**src/logic/pic_macros.svh**
```systemverilog
`ifndef PIC_MACROS_SVH
`define PIC_MACROS_SVH

// ~~~~~~~~~~~~~~~~~~~~~~~~~~~~~~~~~~~~~~~~~~~~~~~~~~~~~~~~~~~~
// Widths.
`define PIC_DATA_W          8
`define PIC_IRQ_COUNT       8
`define PIC_IRQ_NUM_W       3
`define PIC_CALL_BASE_W     3

// ~~~~~~~~~~~~~~~~~~~~~~~~~~~~~~~~~~~~~~~~~~~~~~~~~~~~~~~~~~~~
// Command word fields.
`define PIC_ICW1_LTIM       3
`define PIC_ICW1_ADI        2
`define PIC_ICW1_SNGL       1
`define PIC_ICW1_IC4        0
`define PIC_ICW4_AEOI       1
`define PIC_OCW3_POLL       2
`define PIC_OCW2_EOI_MSB    6
`define PIC_OCW2_EOI_LSB    5
`define PIC_EOI_NONSPECIFIC 2'b01
`define PIC_EOI_SPECIFIC    2'b11
`define PIC_POLL_FLAG       5'b10000 // Top five bits of the poll word.

`endif

```
**src/logic/pic_cmd_pkg.sv**
```systemverilog
`include "pic_macros.svh"

package pic_cmd_pkg;

	typedef logic [`PIC_DATA_W-1:0]      data_t;
	typedef logic [`PIC_IRQ_COUNT-1:0]   irq_vec_t;   // One bit per level.
	typedef logic [`PIC_IRQ_NUM_W-1:0]   irq_num_t;
	typedef logic [`PIC_CALL_BASE_W-1:0] call_base_t; // A7 to A5 from ICW1.

	// Which initialization word is expected next.
	typedef enum logic [1:0] {
		icw_ready,
		icw_expect_2,
		icw_expect_3,
		icw_expect_4
	} icw_state_t;

endpackage

```
**src/logic/pic_ack_pkg.sv**
```systemverilog
package pic_ack_pkg;

	// Acknowledge and poll sequence.
	typedef enum logic [2:0] {
		ack_idle,
		ack_pulse_1,
		ack_pulse_2,
		ack_pulse_3,
		ack_poll
	} ack_state_t;

endpackage

```
**src/logic/icw_sequencer.sv**
```systemverilog
`timescale 1ns/1ps
`include "pic_macros.svh"

module icw_sequencer (
	input  logic                    clk,
	input  logic                    rst_n,
	input  pic_cmd_pkg::data_t      internal_data_bus,
	input  logic                    icw_1,
	input  logic                    icw_2_4,
	output logic                    init_done,
	output pic_cmd_pkg::call_base_t call_base,
	output logic                    interval_4,
	output logic                    single_mode,
	output logic                    level_triggered,
	output logic                    auto_eoi,
	output pic_cmd_pkg::data_t      vector_high
);
	import pic_cmd_pkg::*;

	icw_state_t state;
	icw_state_t next_state;
	logic       icw4_needed;
	logic       icw_next_write;

	assign icw_next_write = icw_2_4 & ~icw_1;
	assign init_done = (state == icw_ready);

	always_comb
	begin
		next_state = state;
		if (icw_1)
			next_state = icw_expect_2; // ICW1 restarts the sequence.
		else if (icw_2_4)
		begin
			case (state)
				icw_expect_2: next_state = !single_mode ? icw_expect_3 :
					(icw4_needed ? icw_expect_4 : icw_ready);
				icw_expect_3: next_state = icw4_needed ? icw_expect_4 : icw_ready;
				icw_expect_4: next_state = icw_ready;
				default:      next_state = icw_ready;
			endcase
		end
	end

	always_ff @(posedge clk)
	begin
		if (!rst_n)
		begin
			state           <= icw_ready;
			call_base       <= '0;
			interval_4      <= 1'b0;
			single_mode     <= 1'b0;
			level_triggered <= 1'b0;
			icw4_needed     <= 1'b0;
			auto_eoi        <= 1'b0;
			vector_high     <= '0;
		end
		else
		begin
			state <= next_state;
			if (icw_1)
			begin
				call_base       <= internal_data_bus[`PIC_DATA_W-1 -: `PIC_CALL_BASE_W];
				level_triggered <= internal_data_bus[`PIC_ICW1_LTIM];
				interval_4      <= internal_data_bus[`PIC_ICW1_ADI];
				single_mode     <= internal_data_bus[`PIC_ICW1_SNGL];
				icw4_needed     <= internal_data_bus[`PIC_ICW1_IC4];
			end
			if (icw_next_write && state == icw_expect_2)
				vector_high <= internal_data_bus;
			if (icw_next_write && state == icw_expect_4)
				auto_eoi <= internal_data_bus[`PIC_ICW4_AEOI];
		end
	end

endmodule

```
**src/logic/ocw_registers.sv**
```systemverilog
`timescale 1ns/1ps
`include "pic_macros.svh"

module ocw_registers (
	input  logic                  clk,
	input  logic                  rst_n,
	input  pic_cmd_pkg::data_t    internal_data_bus,
	input  logic                  init_done,
	input  logic                  ocw_1,
	input  logic                  ocw_2,
	input  logic                  ocw_3,
	input  logic                  auto_eoi,
	input  logic                  ack_done,
	input  pic_cmd_pkg::irq_vec_t ack_levels,
	input  pic_cmd_pkg::irq_vec_t highest_level_in_service,
	output pic_cmd_pkg::irq_vec_t interrupt_mask,
	output logic                  enable_read_register,
	output logic                  read_register_isr_or_irr,
	output logic                  poll_command,
	output pic_cmd_pkg::irq_vec_t end_of_interrupt
);
	import pic_cmd_pkg::*;

	logic     ocw_1_write;
	logic     ocw_2_write;
	logic     ocw_3_write;
	irq_num_t eoi_level;

	// OCWs count only once the ICW sequence is complete.
	assign ocw_1_write  = ocw_1 & init_done;
	assign ocw_2_write  = ocw_2 & init_done;
	assign ocw_3_write  = ocw_3 & init_done;
	assign eoi_level    = internal_data_bus[`PIC_IRQ_NUM_W-1:0];
	assign poll_command = ocw_3_write & internal_data_bus[`PIC_OCW3_POLL];

	always_ff @(posedge clk)
	begin
		if (!rst_n)
		begin
			interrupt_mask           <= '0;
			enable_read_register     <= 1'b0;
			read_register_isr_or_irr <= 1'b0;
		end
		else
		begin
			if (ocw_1_write)
				interrupt_mask <= internal_data_bus;
			if (ocw_3_write)
			begin
				enable_read_register     <= internal_data_bus[1]; // RR.
				read_register_isr_or_irr <= internal_data_bus[0]; // RIS.
			end
		end
	end

	always_comb
	begin
		end_of_interrupt = '0;
		if (auto_eoi && ack_done)
			end_of_interrupt = ack_levels;
		else if (ocw_2_write)
		begin
			case (internal_data_bus[`PIC_OCW2_EOI_MSB:`PIC_OCW2_EOI_LSB])
				`PIC_EOI_NONSPECIFIC: end_of_interrupt = highest_level_in_service;
				`PIC_EOI_SPECIFIC:    end_of_interrupt = irq_vec_t'(1) << eoi_level;
				default:              end_of_interrupt = '0;
			endcase
		end
	end

endmodule

```
**src/logic/ack_sequencer.sv**
```systemverilog
`timescale 1ns/1ps

module ack_sequencer (
	input  logic                    clk,
	input  logic                    rst_n,
	input  logic                    icw_1,
	input  logic                    inta_n,
	input  logic                    read,
	input  logic                    poll_command,
	input  pic_cmd_pkg::irq_vec_t   interrupt,
	output pic_ack_pkg::ack_state_t ack_state,
	output pic_cmd_pkg::irq_vec_t   ack_levels,
	output logic                    ack_done,
	output logic                    latch_in_service,
	output logic                    freeze,
	output pic_cmd_pkg::irq_vec_t   clear_interrupt_request,
	output logic                    interrupt_to_cpu
);
	import pic_cmd_pkg::*;
	import pic_ack_pkg::*;

	ack_state_t state;
	ack_state_t next_state;
	logic       prev_inta_n;
	logic       prev_read;
	logic       inta_fall;
	logic       inta_rise;
	logic       read_fall;

	assign inta_fall = prev_inta_n & ~inta_n;
	assign inta_rise = ~prev_inta_n & inta_n;
	assign read_fall = prev_read & ~read;

	// ~~~~~~~~~~~~~~~~~~~~~~~~~~~~~~~~~~~~~~~~~~~~~~~~~~~~~~~~~~~~
	// Acknowledge state machine.
	always_comb
	begin
		next_state = state;
		case (state)
			ack_idle:
				if (poll_command)
					next_state = ack_poll;
				else if (inta_fall)
					next_state = ack_pulse_1;
			ack_pulse_1: if (inta_rise) next_state = ack_pulse_2;
			ack_pulse_2: if (inta_rise) next_state = ack_pulse_3;
			ack_pulse_3: if (inta_rise) next_state = ack_idle;
			ack_poll:    if (read_fall) next_state = ack_idle;
			default:     next_state = ack_idle;
		endcase
	end

	assign ack_state        = state;
	assign latch_in_service = (state == ack_idle) && (next_state != ack_idle);
	assign ack_done         = (state != ack_idle) && (next_state == ack_idle);
	assign freeze           = (next_state != ack_idle);
	assign clear_interrupt_request = icw_1 ? {$bits(irq_vec_t){1'b1}} :
		(latch_in_service ? interrupt : '0);

	always_ff @(posedge clk)
	begin
		if (!rst_n)
		begin
			state            <= ack_idle;
			prev_inta_n      <= 1'b1;
			prev_read        <= 1'b0;
			ack_levels       <= '0;
			interrupt_to_cpu <= 1'b0;
		end
		else
		begin
			state       <= next_state;
			prev_inta_n <= inta_n;
			prev_read   <= read;
			if (latch_in_service)
				ack_levels <= interrupt; // Request being served.
			else if (ack_done)
				ack_levels <= '0;
			if (interrupt != '0)
				interrupt_to_cpu <= 1'b1;
			else if (ack_done)
				interrupt_to_cpu <= 1'b0;
		end
	end

endmodule

```
**src/logic/vector_driver.sv**
```systemverilog
`timescale 1ns/1ps
`include "pic_macros.svh"

module vector_driver (
	input  pic_ack_pkg::ack_state_t ack_state,
	input  logic                    inta_n,
	input  logic                    read,
	input  pic_cmd_pkg::irq_vec_t   ack_levels,
	input  pic_cmd_pkg::call_base_t call_base,
	input  logic                    interval_4,
	input  pic_cmd_pkg::data_t      vector_high,
	output logic                    out_control_logic_data,
	output pic_cmd_pkg::data_t      control_logic_data
);
	import pic_cmd_pkg::*;
	import pic_ack_pkg::*;

	irq_num_t level_num;

	// Lowest set bit wins.
	always_comb
	begin
		level_num = '0;
		for (int i = `PIC_IRQ_COUNT - 1; i >= 0; i--)
			if (ack_levels[i])
				level_num = irq_num_t'(i);
	end

	always_comb
	begin
		out_control_logic_data = 1'b0;
		control_logic_data     = '0;
		case (ack_state)
			ack_pulse_2:
				if (!inta_n)
				begin
					out_control_logic_data = 1'b1;
					if (interval_4)
						control_logic_data = {call_base, level_num, 2'b00};
					else
						control_logic_data = {call_base[2:1], level_num, 3'b000};
				end
			ack_pulse_3:
				if (!inta_n)
				begin
					out_control_logic_data = 1'b1;
					control_logic_data     = vector_high;
				end
			ack_poll:
				if (read)
				begin
					out_control_logic_data = 1'b1;
					if (ack_levels != '0)
						control_logic_data = {`PIC_POLL_FLAG, level_num};
				end
			default: ;
		endcase
	end

endmodule

```
**src/logic/pic_control_logic.sv**
```systemverilog
`timescale 1ns/1ps

module pic_control_logic (
	input  logic                  clk,
	input  logic                  rst_n,
	input  pic_cmd_pkg::data_t    internal_data_bus,
	input  logic                  icw_1,
	input  logic                  icw_2_4,
	input  logic                  ocw_1,
	input  logic                  ocw_2,
	input  logic                  ocw_3,
	input  logic                  read,
	input  logic                  inta_n,
	input  pic_cmd_pkg::irq_vec_t interrupt,
	input  pic_cmd_pkg::irq_vec_t highest_level_in_service,
	output logic                  interrupt_to_cpu,
	output logic                  out_control_logic_data,
	output pic_cmd_pkg::data_t    control_logic_data,
	output logic                  level_triggered,
	output logic                  enable_read_register,
	output logic                  read_register_isr_or_irr,
	output pic_cmd_pkg::irq_vec_t interrupt_mask,
	output pic_cmd_pkg::irq_vec_t end_of_interrupt,
	output logic                  freeze,
	output logic                  latch_in_service,
	output pic_cmd_pkg::irq_vec_t clear_interrupt_request
);
	import pic_cmd_pkg::*;

	logic                    init_done;
	call_base_t              call_base;
	logic                    interval_4;
	logic                    auto_eoi;
	data_t                   vector_high;
	logic                    poll_command;
	logic                    ack_done;
	irq_vec_t                ack_levels;
	pic_ack_pkg::ack_state_t ack_state;

	icw_sequencer i_icw_sequencer (
		.clk(clk), .rst_n(rst_n), .internal_data_bus(internal_data_bus),
		.icw_1(icw_1), .icw_2_4(icw_2_4), .init_done(init_done),
		.call_base(call_base), .interval_4(interval_4),
		.single_mode(), // Consumed inside the ICW sequence only.
		.level_triggered(level_triggered), .auto_eoi(auto_eoi),
		.vector_high(vector_high)
	);

	ocw_registers i_ocw_registers (
		.clk(clk), .rst_n(rst_n), .internal_data_bus(internal_data_bus),
		.init_done(init_done), .ocw_1(ocw_1), .ocw_2(ocw_2), .ocw_3(ocw_3),
		.auto_eoi(auto_eoi), .ack_done(ack_done), .ack_levels(ack_levels),
		.highest_level_in_service(highest_level_in_service),
		.interrupt_mask(interrupt_mask), .enable_read_register(enable_read_register),
		.read_register_isr_or_irr(read_register_isr_or_irr),
		.poll_command(poll_command), .end_of_interrupt(end_of_interrupt)
	);

	ack_sequencer i_ack_sequencer (
		.clk(clk), .rst_n(rst_n), .icw_1(icw_1), .inta_n(inta_n), .read(read),
		.poll_command(poll_command), .interrupt(interrupt), .ack_state(ack_state),
		.ack_levels(ack_levels), .ack_done(ack_done),
		.latch_in_service(latch_in_service), .freeze(freeze),
		.clear_interrupt_request(clear_interrupt_request),
		.interrupt_to_cpu(interrupt_to_cpu)
	);

	vector_driver i_vector_driver (
		.ack_state(ack_state), .inta_n(inta_n), .read(read),
		.ack_levels(ack_levels), .call_base(call_base), .interval_4(interval_4),
		.vector_high(vector_high), .out_control_logic_data(out_control_logic_data),
		.control_logic_data(control_logic_data)
	);

endmodule

```
**config.mk**
```make
export PLATFORM = sky130hd
export DESIGN_NAME = pic_control_logic
export DESIGN_NICKNAME = d
export VERILOG_FILES = /design/src/logic/pic_cmd_pkg.sv /design/src/logic/pic_ack_pkg.sv /design/src/logic/icw_sequencer.sv /design/src/logic/ocw_registers.sv /design/src/logic/ack_sequencer.sv /design/src/logic/vector_driver.sv /design/src/logic/pic_control_logic.sv
export VERILOG_INCLUDE_DIRS = /design/src /design/src/logic
export SDC_FILE = /design/constraint.sdc
export NUM_CORES = 1
export LEC_CHECK = 0
export ABC_AREA = 1
export CAP_MARGIN = 5
export CORE_MARGIN = 4
export CORE_UTILIZATION = 45
export DETAILED_ROUTE_END_ITERATION = 10
export DONT_BUFFER_PORTS = 1
export PLACE_DENSITY = 0.67
export SLEW_MARGIN = 25
export SYNTH_ARGS = -nofsm -noshare
export SYNTH_HDL_FRONTEND = slang
export SYNTH_SLANG_ARGS = --single-unit
```
**constraint.sdc**
```tcl
create_clock -name clk -period 2.6 [get_ports clk]
set_input_delay 0.13 -clock clk [delete_from_list [all_inputs] [get_ports clk]]
set_output_delay 0.13 -clock clk [all_outputs]
set_load 0.05 [all_outputs]
```
## Word level (Yosys, flattened, before mapping)

Cells that the tools add are included.

- Register bits after elaboration: 42
- Input bits: 33
- Word-level logic and storage cells: 95

- Eq/ne operators: 9
- Shift operators: 1
- Muxes and demuxes: 38
- Bitwise operators: 13
- Reduce and logical (&&, ||, !) cells: 17

Operators with widths:

| operator | number |
|---|---|
| 2-to-1 mux 8 bit | 10 |
| 2-to-1 mux 3 bit | 14 |
| case mux 8 bit (3 select lines) | 1 |
| case mux 8 bit (2 select lines) | 1 |
| nonzero test 8 bit | 2 |
| case mux 3 bit (5 select lines) | 1 |
| AND 1 bit | 8 |
| << shifter 1 x 3 -> 8 bit (first input constant) | 1 |
| equality test 2 bit (second input constant) | 3 |
| equality test 3 x 2 -> 1 bit (second input constant) | 2 |
| logical NOT 3 bit | 2 |
| 2-to-1 mux 1 bit | 6 |
| 2-to-1 mux 6 bit | 1 |
| nonzero test 2 bit | 3 |
| nonzero test 3 bit | 2 |
| logical AND 1 bit | 5 |
| NOT 1 bit | 5 |
| equality test 2 x 1 -> 1 bit (second input constant) | 2 |
| 2-to-1 mux 2 bit | 2 |
| case mux 2 bit (2 select lines) | 1 |
| OR reduction 2 bit | 2 |
| equality test 3 x 1 -> 1 bit (second input constant) | 1 |
| equality test 3 bit (second input constant) | 1 |
| logical NOT 2 bit | 1 |
| case mux 1 bit (2 select lines) | 1 |

## Longest topological paths before layout

- Depth after elaboration: 11
- Depth in mapped cells: 13
- Mapped depth without buffers: 12

## Cells and area by module

A second synthesis with hierarchy kept.

- Cells, all modules: 371
- Area, all modules: 2432.3 um^2

By module, submodules not included:

| module | instances | cells each | area each (um^2) | seq. area each (um^2) |
|---|---|---|---|---|
| icw_sequencer | 1 | 97 | 790.8 | 360.3 |
| ack_sequencer | 1 | 93 | 663.1 | 280.3 |
| ocw_registers | 1 | 106 | 624.3 | 200.2 |
| vector_driver | 1 | 75 | 354.1 | 0.0 |

## Least setup slack after synthesis

OpenSTA, ideal clock, no wires.

- Kind: flip-flop to output port
- Start: register i_icw_sequencer.state[0]
- End: output port clear_interrupt_request[0]
- Arrival time: 2.704 ns
- Required time: 2.470 ns
- Setup slack: -0.234 ns
- Stages on the path, launching flop included: 14
- Cells stage by stage: dfxtp_1 > inv_1 > ha_1 > nand2_1 > inv_1 > nand2_1 > nand4_1 > nand2_1 > inv_1 > nand3_1 > ha_1 > clkbuf_1 > nand2_1 > nand2_1

- Longest elaborated chain between the ends: 9

RTL lines:

| item | line | RTL |
|---|---|---|
| start: declaration | icw_sequencer.sv:20 | `icw_state_t state;` |
| start signal: assignment | icw_sequencer.sv:49 | `state <= icw_ready;` |
| start signal: assignment | icw_sequencer.sv:60 | `state <= next_state;` |
| logical NOT 2 bit | icw_sequencer.sv:26 | `assign init_done = (state == icw_ready);` |
| AND 1 bit | ocw_registers.sv:32 | `assign ocw_3_write = ocw_3 & init_done;` |
| AND 1 bit | ocw_registers.sv:34 | `` assign poll_command = ocw_3_write & internal_data_bus[`PIC_OCW3_POLL]; `` |
| 2-to-1 mux 3 bit | ack_sequencer.sv:41 | `if (poll_command)` |
| case mux 3 bit (5 select lines) | ack_sequencer.sv:39 | `case (state)` |
| nonzero test 3 bit | n/a |  |
| via freeze | pic_control_logic.sv:24 | `output logic freeze,` |
| logical AND 1 bit | ack_sequencer.sv:54 | `assign latch_in_service = (state == ack_idle) && (next_state != ack_idle);` |
| via latch_in_service | pic_control_logic.sv:25 | `output logic latch_in_service,` |
| 2-to-1 mux 8 bit | ack_sequencer.sv:58 | `(latch_in_service ? interrupt : '0);` |
| 2-to-1 mux 8 bit | ack_sequencer.sv:57 | `assign clear_interrupt_request = icw_1 ? {$bits(irq_vec_t){1'b1}} :` |
| end: declaration | pic_control_logic.sv:26 | `output pic_cmd_pkg::irq_vec_t clear_interrupt_request` |

The timed path passes the listed nets, and every way through them passes these cells.

## Worst setup path after layout

- Start: register i_icw_sequencer.state[0]
- End: output port end_of_interrupt[1]

- Longest elaborated chain between the ends: 9

RTL lines:

| item | line | RTL |
|---|---|---|
| logical NOT 2 bit * | icw_sequencer.sv:26 |  |
| AND 1 bit | ocw_registers.sv:32 |  |
| AND 1 bit | ocw_registers.sv:34 |  |
| 2-to-1 mux 3 bit | ack_sequencer.sv:41 |  |
| case mux 3 bit (5 select lines) | ack_sequencer.sv:39 |  |
| logical NOT 3 bit | ack_sequencer.sv:55 | `assign ack_done = (state != ack_idle) && (next_state == ack_idle);` |
| logical AND 1 bit | ack_sequencer.sv:55 |  |
| logical AND 1 bit | ocw_registers.sv:59 | `if (auto_eoi && ack_done)` |
| 2-to-1 mux 8 bit * | ocw_registers.sv:59 |  |
| end: declaration | pic_control_logic.sv:23 | `output pic_cmd_pkg::irq_vec_t end_of_interrupt,` |

Mark *: on every way between the ends. The rest lies on a longest branch, timed or not.

==> flow_metrics.tcl <==
set metrics [dict create \
    antenna_found_initial 0 \
    status "finished, final reports clean" \
    synth_fa_ha_area_share_pct 3.415 \
    avgSynthCellArea_sq_um 6.806 \
    startpoint_type "register" \
    placed_cell_area_sq_mm 0.002524 \
    synthDistinctLibCells 26 \
    synth_top_area_share_pct 38.25 \
    fmax_ghz 0.4153 \
    cpMaxStageDelayCell "dfxtp_2" \
    coreArea_sq_mm 0.004723 \
    crit_fanout 8 \
    wire_per_inst_microns 14.89 \
    num_rows 25 \
    vias_per_cell 5.373 \
    drtIter0Drc 193 \
    die_w_microns 77.90 \
    post-route-util_pct 58.23 \
    maxSlewViolCount 0 \
    area_growth_pct 25.10 \
    setup_tns_ps 0 \
    finalCritPeriodShare_pct 92.62 \
    worstSkewPairLatency_ps 300 \
    clockRootBuffer "clkbuf_8" \
    power_frac_comb_pct 32.8 \
    cts_inserted_buffers 5 \
    post_cts_buffers 0 \
    hpwl_microns 4762 \
    irDropWorstVdd_mv 0.3997 \
    yosys-top-cells-area "dfxtp_1 38%, nand2_1 9.4%, o21ai_0 8.4%, inv_1 7.3%, a21oi_1 6.8%" \
    synth_ff_type "dfxtp_1" \
    reg2reg_slack_ps 520 \
    drive_gt1_share_pct 17.23 \
    grt_first_pass_wirelength_microns 10070 \
    overflow 0 \
    grt_max_degree 38 \
    cpPeakStageDelay_ps 350 \
    synth_top_family_by_area "simple AND/OR/NAND/NOR gates" \
    cpMostUsedCell "nand2_1" \
    clkSlewWorstSetupHoldPaths_ps 90 \
    dp.cells 404 \
    hold_violations 0 \
    p_clk_share_pct 23.5 \
    place.gp.congestion 0.8192 \
    pre_cts_ws_ps 300.4 \
    ioPinCount 72 \
    synth_enable_flop_cells 0 \
    reg2reg_to "i_ack_sequencer.ack_levels[2]" \
    fillers 459 \
    cts_max_level 2 \
    synth_common_cells "55 x nand2_1, 43 x inv_1, 42 x dfxtp_1, 38 x nor2_1, 37 x o21ai_0" \
    crit_cells 13 \
    maxSlewHeadroom_pct 62.33 \
    min_path_type "input pin to register" \
    cp-startpoint "i_icw_sequencer.state[0]" \
    ys_ff_latch 42 \
    vias 2262 \
    switchingPower_mw 0.7372 \
    portBuffers 0 \
    synthCells 323 \
    synth.mux.area_fraction_pct 0 \
    synth_top_cell_by_area "dfxtp_1" \
    synthXorXnorAreaFrac_pct 0 \
    power.density_mw_per_mm2 667.9 \
    worstPathRequired_ps 2470 \
    dieArea_sq_mm 0.006068 \
    path_buf_inv 4 \
    fin_ws_ps 192.0 \
    wirelength_microns 6267 \
    cts_sinks 42 \
    cp_cell_sequence "inv_2 -> ha_4 -> nand2_1 -> inv_2 -> nand2_1 -> nand4_1 -> nand3_1 -> nor2_2 -> ha_2 -> nand2_1 -> buf_6 -> o22ai_1 -> buf_4" \
    yosysMostFrequentCell "nand2_1" \
    cp_top_family "simple AND/OR/NAND/NOR gates" \
    grtUsageTotal_pct 20.80 \
    cts_tree "done" \
    fin_worst_skew_ps 9.858 \
    drc 0 \
    endpoint "end_of_interrupt[1]" \
    path_class "register to output pin" \
    syn_nets 362 \
    grt_pass1_vias 2096 \
    worstMarginPinSlew_ps 564.3 \
    ant_nets 0 \
    start_util_pct 46.54 \
    clockBufferDepth 2 \
    synth-seq-area-share_pct 38.25 \
    power_mw 1.837 \
    n_antenna_cell 0 \
    cp.arrival_ps 2280 \
    nets 392 \
    setup_viol 0 \
    die_h_microns 77.90 \
    rsz0062_at_grt "no" \
    synth_compound_area_share_pct 24.02 \
    cap_violations 0 \
    p_leak_nw 1.204 \
    dr.pass1.iters 4 \
    seqPwrFrac_pct 43.7 \
    hold_slack_ps 5.744 \
    switching_share_pct 40.13 \
    instances_no_fill 421 \
    yosysWarningCount 0 \
    syn_area_sq_mm 0.002198 \
    r2r_start "i_icw_sequencer.state[0]" \
    post-route-min-period_ps 2408 \
    synth-simple-area-share_pct 24.19 \
    stdcell_area_sq_mm 0.002750 \
    endpoint_kind "output pin" \
    p_int_mw 1.100 \
    ff2ff_path_depth 12 \
    ys_async_sr_fraction_pct 0 \
]
==> how the worst min path moves through the flow <==
stage / slack, ps / end / depth (start not counted) / startpoint
2_1_floorplan: 220 / i_ack_sequencer.prev_read / 2 / read
3_3_place_gp: 200 / i_ack_sequencer.prev_inta_n / 1 / rst_n
3_5_place_dp: 210 / i_ack_sequencer.prev_inta_n / 1 / rst_n
4_1_cts: 2 / i_ocw_registers.interrupt_mask[5] / 2 / internal_data_bus[5]
5_1_grt: 20 / i_ack_sequencer.ack_levels[4] / 2 / interrupt[4]
6_report: 6 / i_ack_sequencer.ack_levels[0] / 2 / interrupt[0]
==> per-layer routing <==
layer | share of wire (%) | GRT usage [%] | vias to the layer above
li1 | - | - | 1123
met1 | 44 | 27.72 | 1030
met2 | 46 | 32.53 | 94
met3 | 7.6 | 4.176 | 15
met4 | 2.7 | 9.091 | 0
met5 | 0 | 0 | -
==> cell type report <==
cell class,count,area [sq um],area share (%)
clock buffer,5,68.82,2.502
tap,67,83.83,3.048
multi-input combinational,224,1185,43.08
sequential,42,843.3,30.66
inverter,47,176.4,6.415
clock inverter,3,23.77,0.8644
timing repair buffer,33,369.1,13.42
==> cell families (layout without fill, tap and decap cells) <==
group,Yosys count,in the layout
AO/OA/AOI/OAI,94,94
adder cells (fa/ha/maj),6,6
buffers and inverters,57,88
flip-flops,42,42
AND/OR/NAND/NOR,124,124
==> power by group through the flow <==
stage / Clock [mW] / Sequential, mW / Combinational (mW)
after floorplan: 0 / 0.805 / 0.417
after global placement: 0 / 0.816 / 0.564
after detailed placement: 0 / 0.817 / 0.573
after CTS: 0.439 / 0.802 / 0.595
after global routing: 0.462 / 0.810 / 0.668
final: 0.432 / 0.802 / 0.603
==> what timing repair did <==
action / 4_1_cts / 5_1_grt
hold buffers: 9 / 0
gates resized for setup: 1 / 13
pin swaps: 0 / 2
endpoints found under the hold margin: 37 / 0
endpoints found under the setup margin: 8 / 8
==> cell usage in the layout, fill, tap and decap left out, types with 3 or more instances in the layout <==
cell type      Yosys  final
buf_12             0      8
dfxtp_1           42     40
o21ai_0           37     36
a22oi_1           10     10
clkbuf_8           0      5
nand4_1            4      4
dlygate4sd3_1      0      8
nand2_2            3      3
a21oi_1           30     30
ha_1               6      3
nand3_1           16     14
inv_1             43     40
nor2_1            38     37
nand2_1           55     55
o22ai_1           10      8
nor2_2             5      6
buf_4              1     15
inv_2              4      7
==> registers in the layout, summed over array words and instances (netlist names) <==
register,flops
i_ack_sequencer.interrupt_to_cpu,1
i_icw_sequencer.single_mode,1
i_icw_sequencer.auto_eoi,1
i_ocw_registers.interrupt_mask,8
i_ack_sequencer.ack_levels,8
i_icw_sequencer.call_base,3
i_icw_sequencer.state,2
i_ocw_registers.read_register_isr_or_irr,1
i_icw_sequencer.icw4_needed,1
i_icw_sequencer.level_triggered,1
i_ocw_registers.enable_read_register,1
i_icw_sequencer.vector_high,8
i_ack_sequencer.prev_inta_n,1
i_ack_sequencer.prev_read,1
i_ack_sequencer.ack_state,3
i_icw_sequencer.interval_4,1
(Power assumes the default switching activity.)
